[src/hdl/rvfi_pkg.sv]
// Retirement tracer definitions

package rvfi_pkg;

  // ------------------------------
  // Widths and depths
  // ------------------------------
  localparam int unsigned XLEN          = 32;
  localparam int unsigned NR_SB_ENTRIES = 8;  // Scoreboard depth
  localparam int unsigned TRANS_ID_BITS = 3;  // log2 of NR_SB_ENTRIES

  // ------------------------------
  // Vector types
  // ------------------------------
  typedef logic [XLEN-1:0]          xlen_t;      // Data word, operand, result, pc
  typedef logic [31:0]              insn_t;      // Instruction word
  typedef logic [TRANS_ID_BITS-1:0] trans_id_t;  // Scoreboard index
  typedef logic [XLEN/8-1:0]        be_t;        // One bit per byte lane
  typedef logic [31:0]              cause_t;     // Exception cause

  // Privilege mode as seen by the core
  // User is 0, supervisor is 1, machine is 3
  typedef logic [1:0]               priv_t;

  // Reported in place of the privilege while halted in debug
  localparam priv_t MODE_DEBUG = 2'd2;

  // ------------------------------
  // Load/store unit operation
  // ------------------------------
  typedef enum logic [1:0] {
    LSU_NONE,   // No access this cycle
    LSU_LOAD,
    LSU_STORE
  } lsu_op_e;

  // ------------------------------
  // Environment call causes
  // ------------------------------
  // These traps still count as retired
  localparam cause_t CAUSE_ECALL_U = 32'd8;
  localparam cause_t CAUSE_ECALL_S = 32'd9;
  localparam cause_t CAUSE_ECALL_M = 32'd11;

endpackage

[src/hdl/lookup_if.sv]
// Table lookup interfaces
`timescale 1ns/1ps

// Instruction and operand lookup
interface op_lookup_if;

  rvfi_pkg::trans_id_t ptr;        // Entry to read
  rvfi_pkg::insn_t     insn;
  rvfi_pkg::xlen_t     rs1_rdata;  // Operands as forwarded at accept
  rvfi_pkg::xlen_t     rs2_rdata;

  modport reader (output ptr, input insn, rs1_rdata, rs2_rdata);
  modport tbl    (input ptr, output insn, rs1_rdata, rs2_rdata);

endinterface

// Memory access lookup
interface mem_lookup_if;

  rvfi_pkg::trans_id_t ptr;
  rvfi_pkg::xlen_t     addr;   // Virtual address of the access
  rvfi_pkg::be_t       rmask;  // Nonzero only for loads
  rvfi_pkg::be_t       wmask;  // Nonzero only for stores
  rvfi_pkg::xlen_t     wdata;

  modport reader (output ptr, input addr, rmask, wmask, wdata);
  modport tbl    (input ptr, output addr, rmask, wmask, wdata);

endinterface

[src/hdl/issue_capture.sv]
// Fetch and issue capture
`timescale 1ns/1ps

module issue_capture (
  input  logic                clk_i,
  input  logic                rst_ni,
  input  logic                flush_i,
  input  logic                fetch_valid_i,
  input  logic                fetch_compressed_i,
  input  logic                issue_ack_i,
  input  logic                decoded_valid_i,
  input  logic                decoded_ack_i,
  input  logic                flush_unissued_i,
  input  rvfi_pkg::insn_t     fetch_instr_i,
  input  rvfi_pkg::trans_id_t issue_ptr_i,
  input  rvfi_pkg::xlen_t     rs1_fwd_i,
  input  rvfi_pkg::xlen_t     rs2_fwd_i,
  output logic                alloc_o,
  op_lookup_if.tbl            lookup
);

  logic            latch_valid_q;
  rvfi_pkg::insn_t latch_instr_q;
  logic            latch_load;
  logic            accept;

  rvfi_pkg::insn_t insn_q [rvfi_pkg::NR_SB_ENTRIES];
  rvfi_pkg::xlen_t rs1_q  [rvfi_pkg::NR_SB_ENTRIES];
  rvfi_pkg::xlen_t rs2_q  [rvfi_pkg::NR_SB_ENTRIES];

  // ------------------------------
  // Fetch latch
  // ------------------------------
  // Takes a new fetch when empty or when the held one is issued
  assign latch_load = fetch_valid_i && (!latch_valid_q || issue_ack_i);

  always_ff @(posedge clk_i or negedge rst_ni) begin
    if (!rst_ni) begin
      latch_valid_q <= 1'b0;
      latch_instr_q <= '0;
    end else if (flush_i) begin
      latch_valid_q <= 1'b0;  // Flush beats a fetch
    end else if (latch_load) begin
      latch_valid_q <= 1'b1;
      // Compressed encodings keep only the low half
      latch_instr_q <= fetch_compressed_i ? {16'h0000, fetch_instr_i[15:0]} : fetch_instr_i;
    end else if (issue_ack_i) begin
      latch_valid_q <= 1'b0;
    end
  end

  // ------------------------------
  // Per-transaction table
  // ------------------------------
  assign accept  = decoded_valid_i && decoded_ack_i;
  assign alloc_o = accept && !flush_unissued_i;  // Entry really taken

  always_ff @(posedge clk_i or negedge rst_ni) begin
    if (!rst_ni) begin
      for (int i = 0; i < rvfi_pkg::NR_SB_ENTRIES; i++) begin
        insn_q[i] <= '0;
        rs1_q[i]  <= '0;
        rs2_q[i]  <= '0;
      end
    end else if (alloc_o) begin
      insn_q[issue_ptr_i] <= latch_instr_q;
      rs1_q[issue_ptr_i]  <= rs1_fwd_i;
      rs2_q[issue_ptr_i]  <= rs2_fwd_i;
    end
  end

  // Read port for the packer
  assign lookup.insn      = insn_q[lookup.ptr];
  assign lookup.rs1_rdata = rs1_q[lookup.ptr];
  assign lookup.rs2_rdata = rs2_q[lookup.ptr];

  // Decoder can only hand over what fetch delivered earlier
  accept_after_fetch_a: assert property (
    @(posedge clk_i) disable iff (!rst_ni)
    accept |-> latch_valid_q
  ) else $error("Decoded instruction accepted with empty fetch latch");

endmodule

[src/hdl/lsu_capture.sv]
// Load/store access capture
`timescale 1ns/1ps

module lsu_capture (
  input  logic                clk_i,
  input  logic                rst_ni,
  input  logic                alloc_i,
  input  rvfi_pkg::trans_id_t issue_ptr_i,
  input  rvfi_pkg::trans_id_t lsu_trans_id_i,
  input  rvfi_pkg::lsu_op_e   lsu_op_i,
  input  rvfi_pkg::be_t       lsu_be_i,
  input  rvfi_pkg::xlen_t     lsu_vaddr_i,
  input  rvfi_pkg::xlen_t     lsu_wdata_i,
  mem_lookup_if.tbl           lookup
);

  rvfi_pkg::xlen_t addr_q  [rvfi_pkg::NR_SB_ENTRIES];
  rvfi_pkg::be_t   rmask_q [rvfi_pkg::NR_SB_ENTRIES];
  rvfi_pkg::be_t   wmask_q [rvfi_pkg::NR_SB_ENTRIES];
  rvfi_pkg::xlen_t wdata_q [rvfi_pkg::NR_SB_ENTRIES];

  // ------------------------------
  // Access table
  // ------------------------------
  always_ff @(posedge clk_i or negedge rst_ni) begin
    if (!rst_ni) begin
      for (int i = 0; i < rvfi_pkg::NR_SB_ENTRIES; i++) begin
        addr_q[i]  <= '0;
        rmask_q[i] <= '0;
        wmask_q[i] <= '0;
        wdata_q[i] <= '0;
      end
    end else begin
      // Reallocated id starts with no access recorded
      if (alloc_i) begin
        addr_q[issue_ptr_i]  <= '0;
        rmask_q[issue_ptr_i] <= '0;
        wmask_q[issue_ptr_i] <= '0;
        wdata_q[issue_ptr_i] <= '0;
      end
      // Later assignments win over the clear above
      if (lsu_op_i == rvfi_pkg::LSU_LOAD) begin
        addr_q[lsu_trans_id_i]  <= lsu_vaddr_i;
        rmask_q[lsu_trans_id_i] <= lsu_be_i;
      end else if (lsu_op_i == rvfi_pkg::LSU_STORE) begin
        addr_q[lsu_trans_id_i]  <= lsu_vaddr_i;
        wmask_q[lsu_trans_id_i] <= lsu_be_i;
        wdata_q[lsu_trans_id_i] <= lsu_wdata_i;
      end
    end
  end

  assign lookup.addr  = addr_q[lookup.ptr];
  assign lookup.rmask = rmask_q[lookup.ptr];
  assign lookup.wmask = wmask_q[lookup.ptr];
  assign lookup.wdata = wdata_q[lookup.ptr];

  // An access always touches at least one byte lane
  lsu_be_nonzero_a: assert property (
    @(posedge clk_i) disable iff (!rst_ni)
    (lsu_op_i != rvfi_pkg::LSU_NONE) |-> (lsu_be_i != '0)
  ) else $error("LSU access with empty byte enable");

endmodule

[src/hdl/retire_packer.sv]
// Retire record packer
`timescale 1ns/1ps

module retire_packer (
  input  logic                clk_i,
  input  logic                rst_ni,
  input  logic                commit_valid_i,
  input  logic                commit_ack_i,
  input  logic                ex_valid_i,
  input  logic                debug_mode_i,
  input  rvfi_pkg::trans_id_t commit_ptr_i,
  input  rvfi_pkg::xlen_t     commit_pc_i,
  input  rvfi_pkg::xlen_t     commit_result_i,
  input  rvfi_pkg::xlen_t     commit_wdata_i,
  input  logic [4:0]          commit_rd_i,
  input  rvfi_pkg::cause_t    ex_cause_i,
  input  rvfi_pkg::priv_t     priv_lvl_i,
  op_lookup_if.reader         op,
  mem_lookup_if.reader        mem,
  output logic                rvfi_valid_o,
  output logic                rvfi_trap_o,
  output rvfi_pkg::insn_t     rvfi_insn_o,
  output rvfi_pkg::cause_t    rvfi_cause_o,
  output rvfi_pkg::priv_t     rvfi_mode_o,
  output rvfi_pkg::xlen_t     rvfi_pc_o,
  output rvfi_pkg::xlen_t     rvfi_rd_wdata_o,
  output rvfi_pkg::xlen_t     rvfi_rs1_rdata_o,
  output rvfi_pkg::xlen_t     rvfi_rs2_rdata_o,
  output rvfi_pkg::xlen_t     rvfi_mem_addr_o,
  output rvfi_pkg::xlen_t     rvfi_mem_wdata_o,
  output rvfi_pkg::xlen_t     rvfi_mem_rdata_o,
  output logic [4:0]          rvfi_rd_addr_o,
  output rvfi_pkg::be_t       rvfi_mem_rmask_o,
  output rvfi_pkg::be_t       rvfi_mem_wmask_o
);

  logic is_ecall;

  // Both tables are read at the committing id
  assign op.ptr  = commit_ptr_i;
  assign mem.ptr = commit_ptr_i;

  assign is_ecall = (ex_cause_i == rvfi_pkg::CAUSE_ECALL_U) ||
                    (ex_cause_i == rvfi_pkg::CAUSE_ECALL_S) ||
                    (ex_cause_i == rvfi_pkg::CAUSE_ECALL_M);

  // ------------------------------
  // Status fields
  // ------------------------------
  assign rvfi_trap_o  = commit_valid_i && ex_valid_i;
  // Environment calls retire even though they trap
  assign rvfi_valid_o = (commit_ack_i && !ex_valid_i) || (rvfi_trap_o && is_ecall);
  assign rvfi_cause_o = ex_cause_i;
  assign rvfi_mode_o  = debug_mode_i ? rvfi_pkg::MODE_DEBUG : priv_lvl_i;

  // ------------------------------
  // Payload fields
  // ------------------------------
  assign rvfi_insn_o      = op.insn;
  assign rvfi_pc_o        = commit_pc_i;
  assign rvfi_rd_addr_o   = commit_rd_i;
  assign rvfi_rd_wdata_o  = commit_wdata_i;
  assign rvfi_rs1_rdata_o = op.rs1_rdata;
  assign rvfi_rs2_rdata_o = op.rs2_rdata;
  assign rvfi_mem_addr_o  = mem.addr;
  assign rvfi_mem_rmask_o = mem.rmask;
  assign rvfi_mem_wmask_o = mem.wmask;
  assign rvfi_mem_wdata_o = mem.wdata;
  assign rvfi_mem_rdata_o = commit_result_i;  // Load data comes back as the result

  commit_ack_valid_a: assert property (
    @(posedge clk_i) disable iff (!rst_ni)
    commit_ack_i |-> commit_valid_i
  ) else $error("Commit acknowledged without a valid commit");

endmodule

[src/hdl/rvfi_tracer.sv]
// Retirement tracer top level
`timescale 1ns/1ps

module rvfi_tracer (
  input  logic                clk_i,
  input  logic                rst_ni,
  // Fetch and issue probes
  input  logic                flush_i,
  input  logic                fetch_valid_i,
  input  logic                fetch_compressed_i,
  input  rvfi_pkg::insn_t     fetch_instr_i,
  input  logic                issue_ack_i,
  input  logic                decoded_valid_i,
  input  logic                decoded_ack_i,
  input  logic                flush_unissued_i,
  input  rvfi_pkg::trans_id_t issue_ptr_i,
  input  rvfi_pkg::xlen_t     rs1_fwd_i,
  input  rvfi_pkg::xlen_t     rs2_fwd_i,
  // Load/store probes
  input  rvfi_pkg::lsu_op_e   lsu_op_i,
  input  rvfi_pkg::be_t       lsu_be_i,
  input  rvfi_pkg::xlen_t     lsu_vaddr_i,
  input  rvfi_pkg::xlen_t     lsu_wdata_i,
  input  rvfi_pkg::trans_id_t lsu_trans_id_i,
  // Commit probes
  input  logic                commit_valid_i,
  input  logic                commit_ack_i,
  input  rvfi_pkg::trans_id_t commit_ptr_i,
  input  rvfi_pkg::xlen_t     commit_pc_i,
  input  rvfi_pkg::xlen_t     commit_result_i,
  input  rvfi_pkg::xlen_t     commit_wdata_i,
  input  logic [4:0]          commit_rd_i,
  input  logic                ex_valid_i,
  input  rvfi_pkg::cause_t    ex_cause_i,
  input  rvfi_pkg::priv_t     priv_lvl_i,
  input  logic                debug_mode_i,
  // Trace record
  output logic                rvfi_valid_o,
  output logic                rvfi_trap_o,
  output rvfi_pkg::insn_t     rvfi_insn_o,
  output rvfi_pkg::cause_t    rvfi_cause_o,
  output rvfi_pkg::priv_t     rvfi_mode_o,
  output rvfi_pkg::xlen_t     rvfi_pc_o,
  output rvfi_pkg::xlen_t     rvfi_rd_wdata_o,
  output rvfi_pkg::xlen_t     rvfi_rs1_rdata_o,
  output rvfi_pkg::xlen_t     rvfi_rs2_rdata_o,
  output rvfi_pkg::xlen_t     rvfi_mem_addr_o,
  output rvfi_pkg::xlen_t     rvfi_mem_wdata_o,
  output rvfi_pkg::xlen_t     rvfi_mem_rdata_o,
  output logic [4:0]          rvfi_rd_addr_o,
  output rvfi_pkg::be_t       rvfi_mem_rmask_o,
  output rvfi_pkg::be_t       rvfi_mem_wmask_o
);

  logic alloc;  // Entry allocated at issue

  op_lookup_if  op_lookup ();
  mem_lookup_if mem_lookup ();

  // ------------------------------
  // Capture side
  // ------------------------------
  issue_capture u_issue_capture (
    .clk_i, .rst_ni, .flush_i, .fetch_valid_i, .fetch_compressed_i, .issue_ack_i,
    .decoded_valid_i, .decoded_ack_i, .flush_unissued_i, .fetch_instr_i, .issue_ptr_i,
    .rs1_fwd_i, .rs2_fwd_i,
    .alloc_o (alloc),
    .lookup  (op_lookup)
  );

  lsu_capture u_lsu_capture (
    .clk_i, .rst_ni,
    .alloc_i (alloc),
    .issue_ptr_i, .lsu_trans_id_i, .lsu_op_i, .lsu_be_i, .lsu_vaddr_i, .lsu_wdata_i,
    .lookup  (mem_lookup)
  );

  // ------------------------------
  // Commit side
  // ------------------------------
  retire_packer u_retire_packer (
    .clk_i, .rst_ni, .commit_valid_i, .commit_ack_i, .ex_valid_i, .debug_mode_i,
    .commit_ptr_i, .commit_pc_i, .commit_result_i, .commit_wdata_i, .commit_rd_i,
    .ex_cause_i, .priv_lvl_i,
    .op  (op_lookup),
    .mem (mem_lookup),
    .rvfi_valid_o, .rvfi_trap_o, .rvfi_insn_o, .rvfi_cause_o, .rvfi_mode_o, .rvfi_pc_o,
    .rvfi_rd_wdata_o, .rvfi_rs1_rdata_o, .rvfi_rs2_rdata_o, .rvfi_mem_addr_o,
    .rvfi_mem_wdata_o, .rvfi_mem_rdata_o, .rvfi_rd_addr_o, .rvfi_mem_rmask_o,
    .rvfi_mem_wmask_o
  );

endmodule

[config.mk]
export PLATFORM = sky130hd
export DESIGN_NAME = rvfi_tracer
export DESIGN_NICKNAME = d
export VERILOG_FILES = /design/src/hdl/rvfi_pkg.sv /design/src/hdl/lookup_if.sv /design/src/hdl/issue_capture.sv /design/src/hdl/lsu_capture.sv /design/src/hdl/retire_packer.sv /design/src/hdl/rvfi_tracer.sv
export SDC_FILE = /design/constraint.sdc
export NUM_CORES = 2
export LEC_CHECK = 0
export BUFFER_PORTS_ARGS = -buffer_cell sky130_fd_sc_hd__buf_2
export CAP_MARGIN = 20
export CORE_UTILIZATION = 55
export CTS_CLUSTER_SIZE = 40
export DETAILED_ROUTE_END_ITERATION = 6
export HOLD_SLACK_MARGIN = 0.02
export PLACE_DENSITY = 0.75
export SETUP_SLACK_MARGIN = 0.15
export SLEW_MARGIN = 0
export SYNTH_ARGS = -nofsm -noshare
export SYNTH_HDL_FRONTEND = slang
export SYNTH_SLANG_ARGS = --single-unit
[constraint.sdc]
create_clock -name clk_i -period 2.8 [get_ports clk_i]
set_input_delay 0.56 -clock clk_i [delete_from_list [all_inputs] [get_ports clk_i]]
set_output_delay 0.56 -clock clk_i [all_outputs]
set_load 0.05 [all_outputs]
==> impl_metrics.prom <==
# TYPE chip_impl_metric gauge
chip_impl_info{name="run_status",value="finished, violations left"} 1
chip_impl_info{name="violations",value="DRC, setup timing"} 1
chip_impl_metric{name="timing.reg2reg.setup_slack",unit="ns"} 1.23
chip_impl_metric{name="clockBufferDepth",unit=""} 3
chip_impl_info{name="worstSetupPathType",value="in -> out"} 1
chip_impl_metric{name="timing.slew.headroom",unit=""} 0.460
chip_impl_metric{name="port-buffer-count",unit=""} 425
chip_impl_info{name="critPathCaptureType",value="output pin"} 1
chip_impl_metric{name="pin_count",unit=""} 628
chip_impl_metric{name="number_of_enable_flip_flop_cells_after_synthesis",unit=""} 0
chip_impl_metric{name="fin_total_pwr",unit="uW"} 59800
chip_impl_metric{name="core-area",unit="um^2"} 115000
chip_impl_metric{name="antenna_left",unit=""} 0
chip_impl_metric{name="drt_pre_antenna_iters",unit=""} 7
chip_impl_metric{name="synth_top_area_share",unit=""} 0.542
chip_impl_metric{name="largest_net_degree_at_the_start_of_global_routing",unit=""} 129
chip_impl_metric{name="hold_path_depth",unit=""} 2
chip_impl_info{name="worst_hold_startpoint",value="fetch_instr_i[1]"} 1
chip_impl_info{name="grt_setup_unrepaired",value="true"} 1
chip_impl_info{name="synth_top_family_by_area",value="multiplexers"} 1
chip_impl_metric{name="part_of_the_total_power_dissipated_in_combinational_logic",unit=""} 0.227
chip_impl_info{name="final_common_cell",value="sky130_fd_sc_hd__dfrtp_1"} 1
chip_impl_metric{name="synthesis.area",unit="um^2"} 63600
chip_impl_info{name="critical_path.reg2reg.startpoint",value="u_issue_capture.latch_valid_q"} 1
chip_impl_metric{name="timing.critical_path.fanout_max",unit=""} 6
chip_impl_info{name="ys_top_cells_by_area",value="sky130_fd_sc_hd__dfrtp_1 54%, sky130_fd_sc_hd__mux2_2 16%, sky130_fd_sc_hd__mux4_2 12%, sky130_fd_sc_hd__a22o_1 4.1%, sky130_fd_sc_hd__mux2i_1 4.0%"} 1
chip_impl_metric{name="final_skew",unit="ns"} 0.0224
chip_impl_metric{name="synth_nets",unit=""} 4489
chip_impl_metric{name="clk_pin_slew",unit="ns"} 0.05
chip_impl_metric{name="synth_seq_cells",unit=""} 1377
chip_impl_metric{name="area.growth.synth_to_final",unit="%"} 17.6
chip_impl_metric{name="share_of_post_route_cells_with_drive_strength_above_1",unit=""} 0.477
chip_impl_metric{name="design.die.area",unit="um^2"} 117000
chip_impl_metric{name="synth_fa_ha_area_frac",unit=""} 0
chip_impl_metric{name="power.static_leakage",unit="uW"} 0.0347
chip_impl_metric{name="syn_area_per_cell",unit="um^2"} 15.3
chip_impl_metric{name="p_switching",unit="uW"} 17000
chip_impl_metric{name="synth_seq_area_share",unit=""} 0.542
chip_impl_metric{name="synth_cells",unit=""} 4166
chip_impl_metric{name="yosysWarningCount",unit=""} 0
chip_impl_metric{name="req_time_crit_path",unit="ns"} 2.24
chip_impl_metric{name="grt.overflow.total",unit=""} 0
chip_impl_metric{name="number_of_antenna_violations_at_the_first_check_in_global_routing",unit=""} 26
chip_impl_metric{name="insertion_delay",unit="ns"} 0.76
chip_impl_metric{name="power_switching_share",unit=""} 0.285
chip_impl_metric{name="nNetsFinal",unit=""} 4838
chip_impl_info{name="whs_endpoint",value="u_issue_capture.latch_instr_q[1]"} 1
chip_impl_metric{name="routedWlPerCell",unit="um"} 27.5
chip_impl_metric{name="cell_pwr_density",unit="nW/um^2"} 800
chip_impl_metric{name="htree_levels",unit=""} 4
chip_impl_metric{name="ir_drop",unit="uV"} 688
chip_impl_metric{name="avgViaCountPerCell",unit=""} 6.38
chip_impl_metric{name="gpl.final_weighted_congestion",unit=""} 0.806
chip_impl_metric{name="synth.lib_cells_used.distinct",unit=""} 44
chip_impl_info{name="r2r_end",value="u_issue_capture.latch_instr_q[23]"} 1
chip_impl_info{name="cts_root_buf",value="sky130_fd_sc_hd__clkbuf_16"} 1
chip_impl_metric{name="place_hpwl",unit="um"} 97000
chip_impl_info{name="netlist.top_cell.by_area",value="sky130_fd_sc_hd__dfrtp_1"} 1
chip_impl_metric{name="min_period",unit="ns"} 2.82
chip_impl_metric{name="drt_iter0_markers",unit=""} 3139
chip_impl_metric{name="cts_buffers",unit=""} 146
chip_impl_metric{name="fmaxAchievable",unit="GHz"} 0.355
chip_impl_metric{name="clockPowerShare",unit=""} 0.333
chip_impl_info{name="postSynth.topFlopCell",value="sky130_fd_sc_hd__dfrtp_1"} 1
chip_impl_metric{name="drc",unit=""} 224
chip_impl_metric{name="final-hold-violation-count",unit=""} 0
chip_impl_metric{name="tritoncts_num_sinks",unit=""} 1377
chip_impl_metric{name="grt_util_all_layers",unit=""} 0.288
chip_impl_info{name="cts_tree",value="built"} 1
chip_impl_metric{name="die-height",unit="um"} 342
chip_impl_metric{name="worst_pin_slew",unit="ns"} 0.811
chip_impl_metric{name="row_count",unit=""} 124
chip_impl_metric{name="timing_max_transition_violations_final",unit=""} 0
chip_impl_metric{name="first_pass_grt_wire_length",unit="um"} 258000
chip_impl_metric{name="synth_async_sr_flop_share",unit=""} 1.00
chip_impl_metric{name="num_vias",unit=""} 39300
chip_impl_metric{name="die_w",unit="um"} 342
chip_impl_info{name="worstSetupStartpointType",value="input pin"} 1
chip_impl_info{name="timing.hold.worst.class",value="in -> reg"} 1
chip_impl_metric{name="start_util",unit=""} 0.555
chip_impl_metric{name="finalCritPeriodShare",unit=""} 1.01
chip_impl_metric{name="synth_xor_xnor_area_share",unit=""} 0.000138
chip_impl_metric{name="fin_util",unit=""} 0.653
chip_impl_metric{name="worst_reg_to_reg_cells",unit=""} 4
chip_impl_metric{name="finalWirelength",unit="um"} 169000
chip_impl_metric{name="max_cap_viol_count",unit=""} 0
chip_impl_metric{name="report.final.setup_viol",unit=""} 1
chip_impl_metric{name="power.sequential.fraction",unit=""} 0.439
chip_impl_metric{name="internal_power_of_the_cells",unit="uW"} 42800
chip_impl_metric{name="setup_ws",unit="ns"} -0.0182
chip_impl_metric{name="first_global_vias",unit=""} 41800
chip_impl_metric{name="synth_compound_area_frac",unit=""} 0.0669
chip_impl_metric{name="synthMuxAreaShare",unit=""} 0.333
chip_impl_metric{name="synthSimpleGateAreaFrac",unit=""} 0.0107
chip_impl_metric{name="crit_path_arrival_time",unit="ns"} 2.26
chip_impl_info{name="final_cell_mix",value="1377 x sky130_fd_sc_hd__dfrtp_1, 803 x sky130_fd_sc_hd__mux2_2, 336 x sky130_fd_sc_hd__mux4_2"} 1
[cell families after synthesis]
logic type / count (synthesis)
AO/OA/AOI/OAI: 593
XOR/XNOR: 1
buffers and inverters: 529
flip-flops: 1377
multiplexers: 1560
AND/OR/NAND/NOR: 106
[repair_timing]
item,4_1_cts,5_1_grt
setup endpoints to repair,168,167
resized for setup,266,157
hold buffers,16,0
buffers inserted,27,29
cloned,0,12
endpoints found under the hold margin,50,0
[layer usage]
metal,vias up,part of all wire,global-route usage
met4,10,0.030,0.107
met2,1513,0.49,0.459
met1,21200,0.41,0.395
li1,16300,-,-
met5,-,0.00038,0
met3,303,0.069,0.0546
[registers in the layout, indices dropped and copies added (netlist names)]
register,count
u_issue_capture.insn_q,256
u_lsu_capture.addr_q,256
u_lsu_capture.wmask_q,32
u_issue_capture.latch_instr_q,32
u_lsu_capture.rmask_q,32
u_lsu_capture.wdata_q,256
u_issue_capture.latch_valid_q,1
u_issue_capture.rs2_q,256
u_issue_capture.rs1_q,256
[final cells by class]
cell class | instances | area (um^2)
Clock inverter | 53 | 727
Inverter | 33 | 124
Multi-Input combinational cell | 2260 | 26500
Sequential cell | 1377 | 34500
Timing Repair Buffer | 697 | 6750
Clock buffer | 205 | 4220
Antenna cell | 19 | 47.5
Tap cell | 1512 | 1890
Fill cell | 7843 | 39800
[through the flow]
stage	area (um^2)	cells	hold WS [ns]	TNS (ns)	worst slack, ns
final	74700	6156	0.0727	-0.0182	-0.0182
after global routing	74700	6154	0.0350	-0.146	-0.0430
after CTS	73600	6095	0.0225	0	0.0143
after detailed placement	67400	5794	0.471	0	0.00197
after global placement	67400	5794	0.462	0	0.0105
after floorplan	63600	4166	0.264	0	0.118
[cell usage after synthesis, types with 2 or more instances]
library cell and instances:
sky130_fd_sc_hd__mux2_2 882, sky130_fd_sc_hd__nand2_1 11, sky130_fd_sc_hd__o21ai_0 256, sky130_fd_sc_hd__inv_1 33, sky130_fd_sc_hd__nor3b_1 4, sky130_fd_sc_hd__clkbuf_1 135, sky130_fd_sc_hd__nand2b_1 3, sky130_fd_sc_hd__nand3_1 3
sky130_fd_sc_hd__and3_1 5, sky130_fd_sc_hd__nor3_1 3, sky130_fd_sc_hd__nand3b_1 8, sky130_fd_sc_hd__buf_1 43, sky130_fd_sc_hd__dfrtp_1 1377, sky130_fd_sc_hd__buf_6 14, sky130_fd_sc_hd__nor3_2 2, sky130_fd_sc_hd__mux2_1 46
sky130_fd_sc_hd__buf_2 138, sky130_fd_sc_hd__buf_12 4, sky130_fd_sc_hd__buf_8 5, sky130_fd_sc_hd__or3b_2 2, sky130_fd_sc_hd__and2_1 2, sky130_fd_sc_hd__mux2_4 40, sky130_fd_sc_hd__nor2_8 3, sky130_fd_sc_hd__nor2b_1 21
sky130_fd_sc_hd__a22oi_2 8, sky130_fd_sc_hd__buf_4 157, sky130_fd_sc_hd__mux2i_1 256, sky130_fd_sc_hd__and3b_1 4, sky130_fd_sc_hd__a22o_1 296, sky130_fd_sc_hd__or3b_1 2, sky130_fd_sc_hd__nor2_2 2, sky130_fd_sc_hd__nor2_1 19
sky130_fd_sc_hd__mux4_2 336, sky130_fd_sc_hd__o2bb2ai_1 24, sky130_fd_sc_hd__a22oi_1 8, sky130_fd_sc_hd__nor4_1 6
[power by group through the flow]
| stage | logic (uW) | clock network [uW] | registers (uW) |
|---|---|---|---|
| final | 13600 | 19900 | 26300 |
| after detailed placement | 12200 | 0 | 26400 |
| after global placement | 11800 | 0 | 26200 |
| after CTS | 13200 | 20200 | 26200 |
| after floorplan | 9760 | 0 | 25600 |
| after global routing | 14400 | 21000 | 26700 |
[critical path, cell delays in order]
cell and delay [ns]:
sky130_fd_sc_hd__buf_16 0.12, sky130_fd_sc_hd__buf_12 0.14, sky130_fd_sc_hd__clkbuf_16 0.18, sky130_fd_sc_hd__buf_4 0.13, sky130_fd_sc_hd__buf_8 0.12, sky130_fd_sc_hd__mux4_2 0.51, sky130_fd_sc_hd__mux2_4 0.32, sky130_fd_sc_hd__buf_8 0.16
[how the worst max path moves through the flow]
stage | from | to
after floorplan | commit_ptr_i[0] | rvfi_mem_wdata_o[12]
after global routing | commit_ptr_i[0] | rvfi_mem_wdata_o[27]
final | commit_ptr_i[0] | rvfi_mem_wdata_o[27]
after global placement | commit_ptr_i[0] | rvfi_rs2_rdata_o[15]
after CTS | commit_ptr_i[0] | rvfi_mem_rmask_o[0]
after detailed placement | commit_ptr_i[0] | rvfi_rs2_rdata_o[30]
(Power assumes the default switching activity.)
